--- config.mk ---
export PLATFORM = sky130hd
export DESIGN_NAME = ara
export DESIGN_NICKNAME = d
export VERILOG_FILES = /design/src/xif_pkg.sv /design/src/ara_pkg.sv /design/src/ara_lw_decoder.sv /design/src/ara_ring_buffer.sv /design/src/ara_issue_front.sv /design/src/ara_dispatcher.sv /design/src/ara.sv
export VERILOG_INCLUDE_DIRS = /design/src
export SDC_FILE = /design/constraint.sdc
export NUM_CORES = 1
export LEC_CHECK = 0
export ABC_AREA = 1
export ABC_CLOCK_PERIOD_IN_PS = 8510
export BUFFER_PORTS_ARGS = -buffer_cell sky130_fd_sc_hd__buf_2
export CAP_MARGIN = 20
export CORE_ASPECT_RATIO = 1.4
export CORE_MARGIN = 2
export CORE_UTILIZATION = 45
export DETAILED_ROUTE_END_ITERATION = 10
export PLACE_DENSITY = 0.8
export SYNTH_ARGS = -nofsm -noshare
export SYNTH_HDL_FRONTEND = slang
export SYNTH_SLANG_ARGS = --single-unit
--- constraint.sdc ---
create_clock -name clk_i -period 8.51 [get_ports clk_i]
set_clock_uncertainty 0.05 [all_clocks]
set_input_delay 1.2765 -clock clk_i [delete_from_list [all_inputs] [get_ports clk_i]]
set_output_delay 1.2765 -clock clk_i [all_outputs]
set_load 0.005 [all_outputs]
--- src/ara_defines.svh ---
//////////////////////////////////////////////////////////////////////
// Vector unit front end: global sizes and accepted major opcodes
//////////////////////////////////////////////////////////////////////

`ifndef ARA_DEFINES_SVH
`define ARA_DEFINES_SVH

// Vector register length in bits
`define ARA_VLEN 256

// Instruction id width on the core interface
`define ARA_ID_W 4

// Entries in the issue ring buffer
`define ARA_BUF_DEPTH 8

// Major opcodes handed to the vector unit (OP-V, LOAD-FP, STORE-FP)
`define ARA_OPC_VEC    7'b1010111
`define ARA_OPC_VLOAD  7'b0000111
`define ARA_OPC_VSTORE 7'b0100111

`endif

--- src/xif_pkg.sv ---
//////////////////////////////////////////////////////////////////////
// Coprocessor interface channel types between the scalar core and
// the vector unit (issue, register, commit and result)
//////////////////////////////////////////////////////////////////////

`include "ara_defines.svh"

package xif_pkg;

  // Instruction id as tagged by the core
  typedef logic [`ARA_ID_W-1:0] xif_id_t;

  // Offered instruction
  typedef struct packed {
    logic [31:0] instr;
    xif_id_t     id;
  } xif_issue_t;

  // Scalar operands for an earlier offered instruction
  typedef struct packed {
    xif_id_t     id;
    logic [31:0] rs1;
    logic [31:0] rs2;
  } xif_register_t;

  // Commit or kill of an instruction
  typedef struct packed {
    xif_id_t id;
    logic    kill;
  } xif_commit_t;

  // Scalar writeback toward the core
  typedef struct packed {
    xif_id_t     id;
    logic [31:0] data;
  } xif_result_t;

endpackage

--- src/ara_pkg.sv ---
//////////////////////////////////////////////////////////////////////
// Vector unit internal types: instruction, CSR state, buffer entries
// and the request toward the sequencer
//////////////////////////////////////////////////////////////////////

package ara_pkg;

  typedef logic [31:0] instr_t;
  typedef logic [31:0] vl_t;

  // Only element width and the illegal flag are kept, LMUL is fixed to 1
  typedef struct packed {
    logic [2:0] vsew;
    logic       vill;
  } vtype_t;

  // Waiting instruction in the ring buffer
  typedef struct packed {
    instr_t           instr;
    xif_pkg::xif_id_t id;
  } buf_entry_t;

  // Request toward the sequencer
  typedef struct packed {
    instr_t           instr;
    xif_pkg::xif_id_t id;
    logic [31:0]      rs1;
    logic [31:0]      rs2;
    vl_t              vl;
    vtype_t           vtype;
  } ara_req_t;

  typedef enum logic {
    IDLE,
    WAIT_RESULT
  } disp_state_e;

endpackage

--- src/ara_lw_decoder.sv ---
//////////////////////////////////////////////////////////////////////
// Light decoder: accept verdict and vsetvli detection
//////////////////////////////////////////////////////////////////////

`include "ara_defines.svh"

module ara_lw_decoder (
  input  ara_pkg::instr_t instr_i,
  output logic            accept_o,
  output logic            is_vsetvli_o
);

  logic [6:0] opcode;
  logic [2:0] funct3;

  assign opcode = instr_i[6:0];
  assign funct3 = instr_i[14:12];

  always_comb begin
    accept_o     = 1'b0;
    is_vsetvli_o = 1'b0;
    case (opcode)
      `ARA_OPC_VEC: begin
        accept_o = 1'b1;
        // OPCFG space, vsetvli has bit 31 clear
        if (funct3 == 3'b111 && !instr_i[31]) begin
          is_vsetvli_o = 1'b1;
        end
      end
      `ARA_OPC_VLOAD,
      `ARA_OPC_VSTORE: begin
        accept_o = 1'b1;
      end
      default: begin
        accept_o = 1'b0;
      end
    endcase
  end

endmodule

--- src/ara_ring_buffer.sv ---
//////////////////////////////////////////////////////////////////////
// Id-tagged instruction ring buffer with kill flush that drops the
// matching entry and every entry pushed after it
//////////////////////////////////////////////////////////////////////

`include "ara_defines.svh"

module ara_ring_buffer (
  input  logic                clk_i,
  input  logic                rst_i,
  input  logic                push_i,
  input  logic                pop_i,
  input  logic                flush_i,
  input  xif_pkg::xif_id_t    flush_id_i,
  input  ara_pkg::buf_entry_t data_i,
  output ara_pkg::buf_entry_t data_o,
  output logic                full_o,
  output logic                empty_o
);

  import ara_pkg::*;

  localparam int unsigned PTR_W = $clog2(`ARA_BUF_DEPTH);

  buf_entry_t       mem [`ARA_BUF_DEPTH];
  logic [PTR_W-1:0] rd_ptr_q;
  logic [PTR_W-1:0] wr_ptr_q;
  logic [PTR_W:0]   count_q;

  logic             flush_hit;
  logic [PTR_W:0]   flush_off;

  assign data_o  = mem[rd_ptr_q];
  assign full_o  = (count_q == (PTR_W+1)'(`ARA_BUF_DEPTH));
  assign empty_o = (count_q == '0);

  //////////////////////////////////////////////////////////////////////
  // Flush search, oldest entry first
  //////////////////////////////////////////////////////////////////////

  always_comb begin
    logic [PTR_W-1:0] idx;
    flush_hit = 1'b0;
    flush_off = '0;
    for (int i = 0; i < `ARA_BUF_DEPTH; i++) begin
      idx = rd_ptr_q + PTR_W'(i);
      if (!flush_hit && i < count_q && mem[idx].id == flush_id_i) begin
        flush_hit = 1'b1;
        flush_off = (PTR_W+1)'(i);
      end
    end
  end

  // Storage
  always_ff @(posedge clk_i) begin
    if (push_i && !full_o) begin
      mem[wr_ptr_q] <= data_i;
    end
  end

  always_ff @(posedge clk_i) begin
    if (rst_i) begin
      rd_ptr_q <= '0;
      wr_ptr_q <= '0;
      count_q  <= '0;
    end else if (flush_i && flush_hit) begin
      // Younger entries simply fall off behind the new write pointer
      wr_ptr_q <= rd_ptr_q + flush_off[PTR_W-1:0];
      count_q  <= flush_off;
    end else begin
      if (push_i && !full_o) begin
        wr_ptr_q <= wr_ptr_q + 1'b1;
      end
      if (pop_i && !empty_o) begin
        rd_ptr_q <= rd_ptr_q + 1'b1;
      end
      case ({push_i && !full_o, pop_i && !empty_o})
        2'b10:   count_q <= count_q + 1'b1;
        2'b01:   count_q <= count_q - 1'b1;
        default: count_q <= count_q;
      endcase
    end
  end

endmodule

--- src/ara_issue_front.sv ---
//////////////////////////////////////////////////////////////////////
// Issue front end: accept gating, instruction buffering and hand-off
// to the dispatcher when operands arrive
//////////////////////////////////////////////////////////////////////

module ara_issue_front (
  input  logic                  clk_i,
  input  logic                  rst_i,
  input  logic                  issue_valid_i,
  input  xif_pkg::xif_issue_t   issue_i,
  input  logic                  register_valid_i,
  input  logic                  commit_valid_i,
  input  xif_pkg::xif_commit_t  commit_i,
  output logic                  issue_ready_o,
  output logic                  issue_accept_o,
  output logic                  register_ready_o,
  input  logic                  disp_ready_i,
  output logic                  disp_push_o,
  output ara_pkg::buf_entry_t   disp_entry_o
);

  import ara_pkg::*;

  logic       kill;
  logic       dec_accept;
  logic       buf_full;
  logic       buf_empty;
  logic       push;
  buf_entry_t push_entry;

  assign kill = commit_valid_i && commit_i.kill;

  ara_lw_decoder u_decoder (
    .instr_i      (issue_i.instr),
    .accept_o     (dec_accept   ),
    .is_vsetvli_o (             )
  );

  // Nothing moves in or out of the buffer while a kill is applied
  assign issue_ready_o    = !buf_full && !kill;
  assign issue_accept_o   = dec_accept;
  assign push             = issue_valid_i && issue_ready_o && dec_accept;
  assign register_ready_o = !buf_empty && disp_ready_i && !kill;
  assign disp_push_o      = register_valid_i && register_ready_o;

  assign push_entry = '{instr: issue_i.instr, id: issue_i.id};

  ara_ring_buffer u_ring_buffer (
    .clk_i      (clk_i       ),
    .rst_i      (rst_i       ),
    .push_i     (push        ),
    .pop_i      (disp_push_o ),
    .flush_i    (kill        ),
    .flush_id_i (commit_i.id ),
    .data_i     (push_entry  ),
    .data_o     (disp_entry_o),
    .full_o     (buf_full    ),
    .empty_o    (buf_empty   )
  );

endmodule

--- src/ara_dispatcher.sv ---
//////////////////////////////////////////////////////////////////////
// Dispatcher: pairs instructions with scalar operands, keeps vl and
// vtype, executes vsetvli and issues vector requests
//////////////////////////////////////////////////////////////////////

`include "ara_defines.svh"

module ara_dispatcher (
  input  logic                  clk_i,
  input  logic                  rst_i,
  input  logic                  push_i,
  input  ara_pkg::buf_entry_t   entry_i,
  input  xif_pkg::xif_register_t rs_i,
  output logic                  ready_o,
  output ara_pkg::ara_req_t     ara_req_o,
  output logic                  ara_req_valid_o,
  input  logic                  ara_req_ready_i,
  output xif_pkg::xif_result_t  result_o,
  output logic                  result_valid_o,
  input  logic                  result_ready_i
);

  import ara_pkg::*;
  import xif_pkg::*;

  disp_state_e state_q;
  logic        req_valid_q;
  ara_req_t    req_q;
  xif_result_t result_q;
  vl_t         vl_q;
  vtype_t      vtype_q;

  logic        is_vsetvli;
  vtype_t      new_vtype;
  vl_t         vlmax;
  vl_t         new_vl;

  ara_lw_decoder u_decoder (
    .instr_i      (entry_i.instr),
    .accept_o     (             ),
    .is_vsetvli_o (is_vsetvli   )
  );

  //////////////////////////////////////////////////////////////////////
  // vsetvli evaluation
  //////////////////////////////////////////////////////////////////////

  // vsew above 3 (64-bit elements) is illegal here
  assign new_vtype.vsew = entry_i.instr[25:23];
  assign new_vtype.vill = entry_i.instr[25];

  // VLEN / (8 * 2^vsew)
  assign vlmax  = vl_t'(`ARA_VLEN / 8) >> new_vtype.vsew[1:0];
  assign new_vl = new_vtype.vill ? '0 : ((rs_i.rs1 < vlmax) ? rs_i.rs1 : vlmax);

  // Both output slots must be free before taking the next instruction
  assign ready_o         = !req_valid_q && (state_q == IDLE);
  assign ara_req_o       = req_q;
  assign ara_req_valid_o = req_valid_q;
  assign result_o        = result_q;
  assign result_valid_o  = (state_q == WAIT_RESULT);

  always_ff @(posedge clk_i) begin
    if (rst_i) begin
      state_q     <= IDLE;
      req_valid_q <= 1'b0;
      vl_q        <= '0;
      vtype_q     <= '{vsew: 3'd0, vill: 1'b1};
    end else begin
      if (req_valid_q && ara_req_ready_i) begin
        req_valid_q <= 1'b0;
      end
      case (state_q)
        IDLE: begin
          if (push_i && is_vsetvli) begin
            state_q <= WAIT_RESULT;
            vl_q    <= new_vl;
            vtype_q <= new_vtype;
          end else if (push_i) begin
            req_valid_q <= 1'b1;
          end
        end
        WAIT_RESULT: begin
          if (result_ready_i) begin
            state_q <= IDLE;
          end
        end
        default: state_q <= IDLE;
      endcase
    end
  end

  // Payload registers
  always_ff @(posedge clk_i) begin
    if (push_i && ready_o) begin
      if (is_vsetvli) begin
        result_q <= '{id: entry_i.id, data: new_vl};
      end else begin
        req_q <= '{instr: entry_i.instr, id: entry_i.id, rs1: rs_i.rs1,
                   rs2: rs_i.rs2, vl: vl_q, vtype: vtype_q};
      end
    end
  end

endmodule

--- src/ara.sv ---
//////////////////////////////////////////////////////////////////////
// Vector unit top level: issue front end and dispatcher
//////////////////////////////////////////////////////////////////////

module ara (
  input  logic                   clk_i,
  input  logic                   rst_i,
  input  logic                   issue_valid_i,
  input  xif_pkg::xif_issue_t    issue_i,
  input  logic                   register_valid_i,
  input  xif_pkg::xif_register_t register_i,
  input  logic                   commit_valid_i,
  input  xif_pkg::xif_commit_t   commit_i,
  input  logic                   ara_req_ready_i,
  input  logic                   result_ready_i,
  output logic                   issue_ready_o,
  output logic                   issue_accept_o,
  output logic                   register_ready_o,
  output ara_pkg::ara_req_t      ara_req_o,
  output logic                   ara_req_valid_o,
  output xif_pkg::xif_result_t   result_o,
  output logic                   result_valid_o
);

  import ara_pkg::*;

  // Front end to dispatcher
  logic       disp_ready;
  logic       disp_push;
  buf_entry_t disp_entry;

  ara_issue_front u_issue_front (
    .clk_i            (clk_i           ),
    .rst_i            (rst_i           ),
    .issue_valid_i    (issue_valid_i   ),
    .issue_i          (issue_i         ),
    .register_valid_i (register_valid_i),
    .commit_valid_i   (commit_valid_i  ),
    .commit_i         (commit_i        ),
    .issue_ready_o    (issue_ready_o   ),
    .issue_accept_o   (issue_accept_o  ),
    .register_ready_o (register_ready_o),
    .disp_ready_i     (disp_ready      ),
    .disp_push_o      (disp_push       ),
    .disp_entry_o     (disp_entry      )
  );

  ara_dispatcher u_dispatcher (
    .clk_i           (clk_i          ),
    .rst_i           (rst_i          ),
    .push_i          (disp_push      ),
    .entry_i         (disp_entry     ),
    .rs_i            (register_i     ),
    .ready_o         (disp_ready     ),
    .ara_req_o       (ara_req_o      ),
    .ara_req_valid_o (ara_req_valid_o),
    .ara_req_ready_i (ara_req_ready_i),
    .result_o        (result_o       ),
    .result_valid_o  (result_valid_o ),
    .result_ready_i  (result_ready_i )
  );

endmodule

* Word level (Yosys, flattened, before mapping)
Memory sizes are Yosys's and may differ from the RTL's. A register that Yosys moved wholly into a read port is not among the register bits.
Index checks and enable logic that the tools add are counted.
Widths: inputs -> output; s select.
** Operators by class
- Add/subtract/negate cells :: 11
- $mul :: 0
- Divide/modulo/power cells :: 0
- Magnitude comparators :: 9
- Equality and inequality tests :: 16
- Shifts and indexed selects :: 1
- Mux-type cells :: 35
- Bitwise logic cells :: 3
- Reduce and logical (&&, ||, !) cells :: 50
** Operators with widths (number)
- $mux 32 :: 2
- $eq 4x4->1 :: 8
- $lt 32x32->1 :: 1
- $shr 6x2->32 const A :: 1
- $logic_and 1x1->1 :: 30
- $mux 4 :: 7
- $mux 1 :: 20
- $lt 3x4->1 const A :: 4
- $eq 7x7->1 const B :: 2
- $add 3x3->3 const B :: 4
- $logic_not 1->1 :: 12
- $mux 3 :: 4
- $lt 1x4->1 const A :: 2
- $lt 2x4->1 const A :: 2
- $pmux 4 s2 :: 1
- $reduce_and 2->1 :: 4
- $eq 7x3->1 const B :: 1
- $eq 7x6->1 const B :: 1
- $add 3x1->3 const B :: 2
- $add 3x2->3 const B :: 2
- $add 4x1->4 const B :: 1
- $eq 4x4->1 const B :: 1
- $logic_not 4->1 :: 1
- $sub 4x1->4 const B :: 1
- 9 further kinds :: 11
** Word-level totals
- Register bits :: 220
- Latch bits :: 0
- Bits in writable memories :: 288
- Memory bits (read-only) :: 0
- Input bits :: 116
- Output and inout bits :: 177
- Word-level logic and storage cells :: 143
- Memories kept :: 1
** Memory list
- u_issue_front.u_ring_buffer.mem :: words 8, width 36, read ports 8, clocked after Yosys merged registers in 1, write ports 1, line ara_ring_buffer.sv:25 : buf_entry_t mem [`ARA_BUF_DEPTH];

* Depth between registers and ports, before layout
- Word-level depth :: 36
- Depth in mapped cells :: 32
- Depth with buffers taken out :: 29

* Cells and area by module
Synthesis repeated with hierarchy kept, for this count alone.
** Unflattened totals
- Cells, all modules :: 1810
- Area total of the unflattened synthesis :: 20821.2 um^2
** Modules (own cells, without submodules)
- ara_ring_buffer :: times used 1, cells each 1385, area each 13899.6 um^2, sequential area each 8908.5 um^2
- ara_dispatcher :: times used 1, cells each 381, area each 6732.7 um^2, sequential area each 5925.7 um^2
- ara_lw_decoder :: times used 2, cells each 16, area each 66.3 um^2, sequential area each 0.0 um^2
- ara_issue_front :: times used 1, cells each 12, area each 56.3 um^2, sequential area each 0.0 um^2

* Worst setup path after synthesis
OpenSTA, ideal clock, no wires.
- Path type :: input -> register
- Start :: input commit_valid_i
- End :: register u_dispatcher.req_q (netlist bit u_dispatcher.ara_req_o[0]) (enable)
- Library setup time :: 0.634 ns
- Data arrival time :: 7.622 ns
- Data required time :: 7.826 ns
- Slack :: 0.204 ns
- Stages on the path :: 6
- Path buffers :: 1
- Cell sequence :: nand2_1 nand3_1 nor2_1 nand2_1 clkbuf_1 nor2_1
** Between the ends
- Longest elaborated chain between the ends :: 6
** RTL lines
- start, declared :: line ara.sv:12 : input logic commit_valid_i,
- $logic_and 1x1->1 :: line ara_issue_front.sv:31 : assign kill = commit_valid_i && commit_i.kill;
- $logic_not 1->1 :: line ara_issue_front.sv:43 : assign register_ready_o = !buf_empty && disp_ready_i && !kill;
- $logic_and 1x1->1 :: line ara_issue_front.sv:43
- via register_ready_o :: line ara.sv:18 : output logic register_ready_o,
- $logic_and 1x1->1 :: line ara_issue_front.sv:44 : assign disp_push_o = register_valid_i && register_ready_o;
- $logic_and 1x1->1 :: line ara_dispatcher.sv:95 : if (push_i && ready_o) begin
- $reduce_and 2->1 (no source line)
- end signal, assigned :: line ara_dispatcher.sv:99 : req_q <= '{instr: entry_i.instr, id: entry_i.id, rs1: rs_i.rs1,
- end, declared :: line ara_dispatcher.sv:28 : ara_req_t req_q;
The timed path passes the listed nets, and every way through them passes these cells.
A chain may end at the register's enable or synchronous reset.

==> results.cfg <==
[pwr]
p_sw_uw = 2290
cell_internal_pwr_uw = 4770
p_seq_share_pct = 43.8
p_sw_share_pct = 32.5
cellLeakagePower_uw = 0.00949
max-vdd-ir-drop_v = 0.000210
power_frac_comb_pct = 26.0
p_clk_share_pct = 30.2
power_density_mw_per_mm2 = 290

[placed_design]
gp_congestion = 0.878
dp.cells = 2599
place_ws_ns = 3.81
placed_cell_area_mm2 = 0.0227
place_hpwl_mm = 31.1
port_buffers = 288

[timing]
slew_headroom_pct = 40.6
fmax_ghz = 0.211
fin_setup_tns_ns = 0
drv_slew = 0
setup_viol_count_final = 0
hold_viol_final = 0
worst_slack_ns = 3.78
hold-worst-slack_ns = 0.371
fin_crit_sh_pct = 55.6
fin_crit_ns = 4.73
rsz0062_at_grt = false
worst_pin_slew_ns = 0.892

[routing]
maxUsedRoutingLayer = met5
wl_per_cell_um = 18.3
vias = 14300
antenna_left = 0
wl_met1_mm = 18.5
wl_met3_mm = 3.73
wirelength_mm = 49.2
drt_iter0_drc = 1155
wl_met2_mm = 25.1
first_pass_iters = 5
via_per_inst = 5.31
drc_errors = 0

[global_route]
grt.total_usage_pct = 20.2
overflow = 0
grt_start_max_net_pins = 121
grt_pass1_wl_mm = 74.8
antenna_found_initial = 10
grt_pass1_vias = 14000

[min_path]
min_from = u_dispatcher.vl_q[18]
hp-class = reg2reg
hold_depth = 0
min_to = u_dispatcher.ara_req_o[22]

[cells_and_area]
layout.cells.non_filler = 2687
layout-drive-gt1-share_pct = 20.6
fin_area_mm2 = 0.0243
nFillCells = 3689
final_nets = 2159
syn2layout_area_growth_pct = 17.5

[job]
maxCapViolations = 0

[yosys]
yosysTopAreaCell = edfxtp_1
synthCells = 1734
synthDistinctLibCells = 51
avgSynthCellArea_um2 = 12.0
synth_area_mm2 = 0.0207
ys_top_cells_by_area = edfxtp_1 67%, dfxtp_1 4.9%, nand2_1 4.7%, nor2_1 4.7%, nand3_1 3.7%
yosys_warnings = 0
synth_top_area_share_pct = 66.6
ys_ff_latch = 511
seq_area_frac_synth_pct = 71.6

[worst_setup_path]
cp.arrival_ns = 5.18
r2r-end = u_issue_front.u_ring_buffer.wr_ptr_q[2]
critPathMaxStageDelay_ns = 0.66
path_class = reg2reg
crit_slowest_cell = buf_4
cp_max_fo = 77
critical_path.endpoint_type = flop
crit_path_start_kind = flop
cp.required_ns = 8.96
ff2ff_path_depth = 28
rrSetupSlack_ns = 3.78
crit_top_cell = nand2_1

[floorplanning]
rows = 93
die_area_mm2 = 0.0478
die_width_um = 185
pin_count = 293
core_area_mm2 = 0.0457
die_y_um = 258
initial_core_util_pct = 45.3

[cts]
clk_pin_slew_ns = 0.06
ctsResizeCount = 0
post_cts_buffers = 0
cts_buffers = 45
clock_path_buffers = 3
clock_latency_ns = 0.59
cts_tree = built
cts_root_buf = clkbuf_16
cts-hold-fix-buffers = 0
cts_sinks = 511
htree_levels = 2

[run_status]
status = completed
cell type report:
type	instances	area (µm²)	share of cell area, %
clock buffers	56	1250	5.14
repair buffers	305	1620	6.66
inverters	100	385	1.58
diodes	5	12.5	0.0514
well taps	617	772	3.17
clock inverters	26	329	1.35
multi-input cells	1067	5140	21.1
flip-flops and latches	511	14800	60.9
worst max-delay path: cells and delay by family (launching register included):
| family | cells | cell delay [ns] |
|---|---|---|
| compound gates | 1 | 0.13 |
| xor+xnor | 1 | 0.18 |
| fa+ha+maj | 2 | 0.49 |
| buf+inv | 5 | 1.47 |
| flops | 1 | 0.56 |
| simple gates | 19 | 1.70 |
metal layers:
layer  GRT usage [%]  vias up
li1                -     6692
met1            23.7     6827
met2            35.0      597
met3            4.19      132
met4            9.77       12
met5               0        -
cell usage after synthesis, drive strengths merged:
cell and n:
and3b 1, a311oi 1, o2111ai 1, nand4 9, o21bai 1, inv 99
fa 1, a21oi 36, nor4 6, xor2 9, buf 54, xnor2 1
nor2 261, o21ai 163, o22ai 42, dfxtp 51, conb 1, nor3 7
o21a 2, nand3b 1, clkbuf 27, or2 6, a31oi 24, a21o 1
ha 12, a41oi 1, clkinv 1, or3 1, nand3 156, and3 23
edfxtp 460, nand2 275
power groups by stage:
| stage | Combinational (µW) | Sequential, µW | Clock [µW] |
|---|---|---|---|
| finish | 1840 | 3090 | 2130 |
| global route | 2060 | 3110 | 2270 |
| CTS | 1840 | 3090 | 2180 |
| detailed placement | 1830 | 3140 | 0 |
| global placement | 1760 | 3150 | 0 |
| floorplan | 1290 | 3150 | 0 |
worst max path at each step:
stage                                                  from                                 endpoint  slack [ns]  cells past startpoint
floorplan                                    commit_valid_i                u_dispatcher.ara_req_o[0]        0.20                      6
global placement    u_issue_front.u_ring_buffer.rd_ptr_q[0]  u_issue_front.u_ring_buffer.wr_ptr_q[2]        3.45                     28
detailed placement                                     flop  u_issue_front.u_ring_buffer.wr_ptr_q[2]        3.81                     28
CTS                                                    flop  u_issue_front.u_ring_buffer.wr_ptr_q[2]        3.78                     28
global route                                           flop  u_issue_front.u_ring_buffer.wr_ptr_q[2]        3.21                     28
finish                                                 flop  u_issue_front.u_ring_buffer.wr_ptr_q[2]        3.78                     28
stage by stage:
stage                     utilization [%]  total power (µW)
after floorplan                         -              4440
after global routing                 53.2              7440
final                                53.2              7060
after global placement               49.6              4910
after detailed placement             49.7              4970
after CTS                            53.2              7110
placed cells by master, fill, tap and decap left out, drive strengths merged, types with 42 or more instances in the layout:
master and instances:
nor2 261, inv 104, nand2 275, o22ai 42
buf 305, dfxtp 51, edfxtp 460, o21ai 163
nand3 156, clkbuf 56
kinds of logic after synthesis:
family	share of synthesized area, %
and+or+nand+nor	15.6
DFF	71.6
AOI/OAI and AO/OA	7.22
buffers and inverters	4.36
adders and majority gates	0.821
xor gates and xnor gates	0.423
other	0.0181
sequential cells by signal, summed over array words and instances, names as in the netlist, named ones only:
name / cells
u_dispatcher.ara_req_valid_o: 1
u_issue_front.u_ring_buffer.wr_ptr_q: 3
u_dispatcher.vtype_q: 4
u_dispatcher.result_o: 36
u_dispatcher.vl_q: 32
u_dispatcher.ara_req_o: 136
u_issue_front.u_ring_buffer.mem: 288
u_issue_front.u_ring_buffer.rd_ptr_q: 3
u_issue_front.u_ring_buffer.count_q: 4
u_dispatcher.result_valid_o: 1
Note: power is estimated with default switching activity, not from simulation.
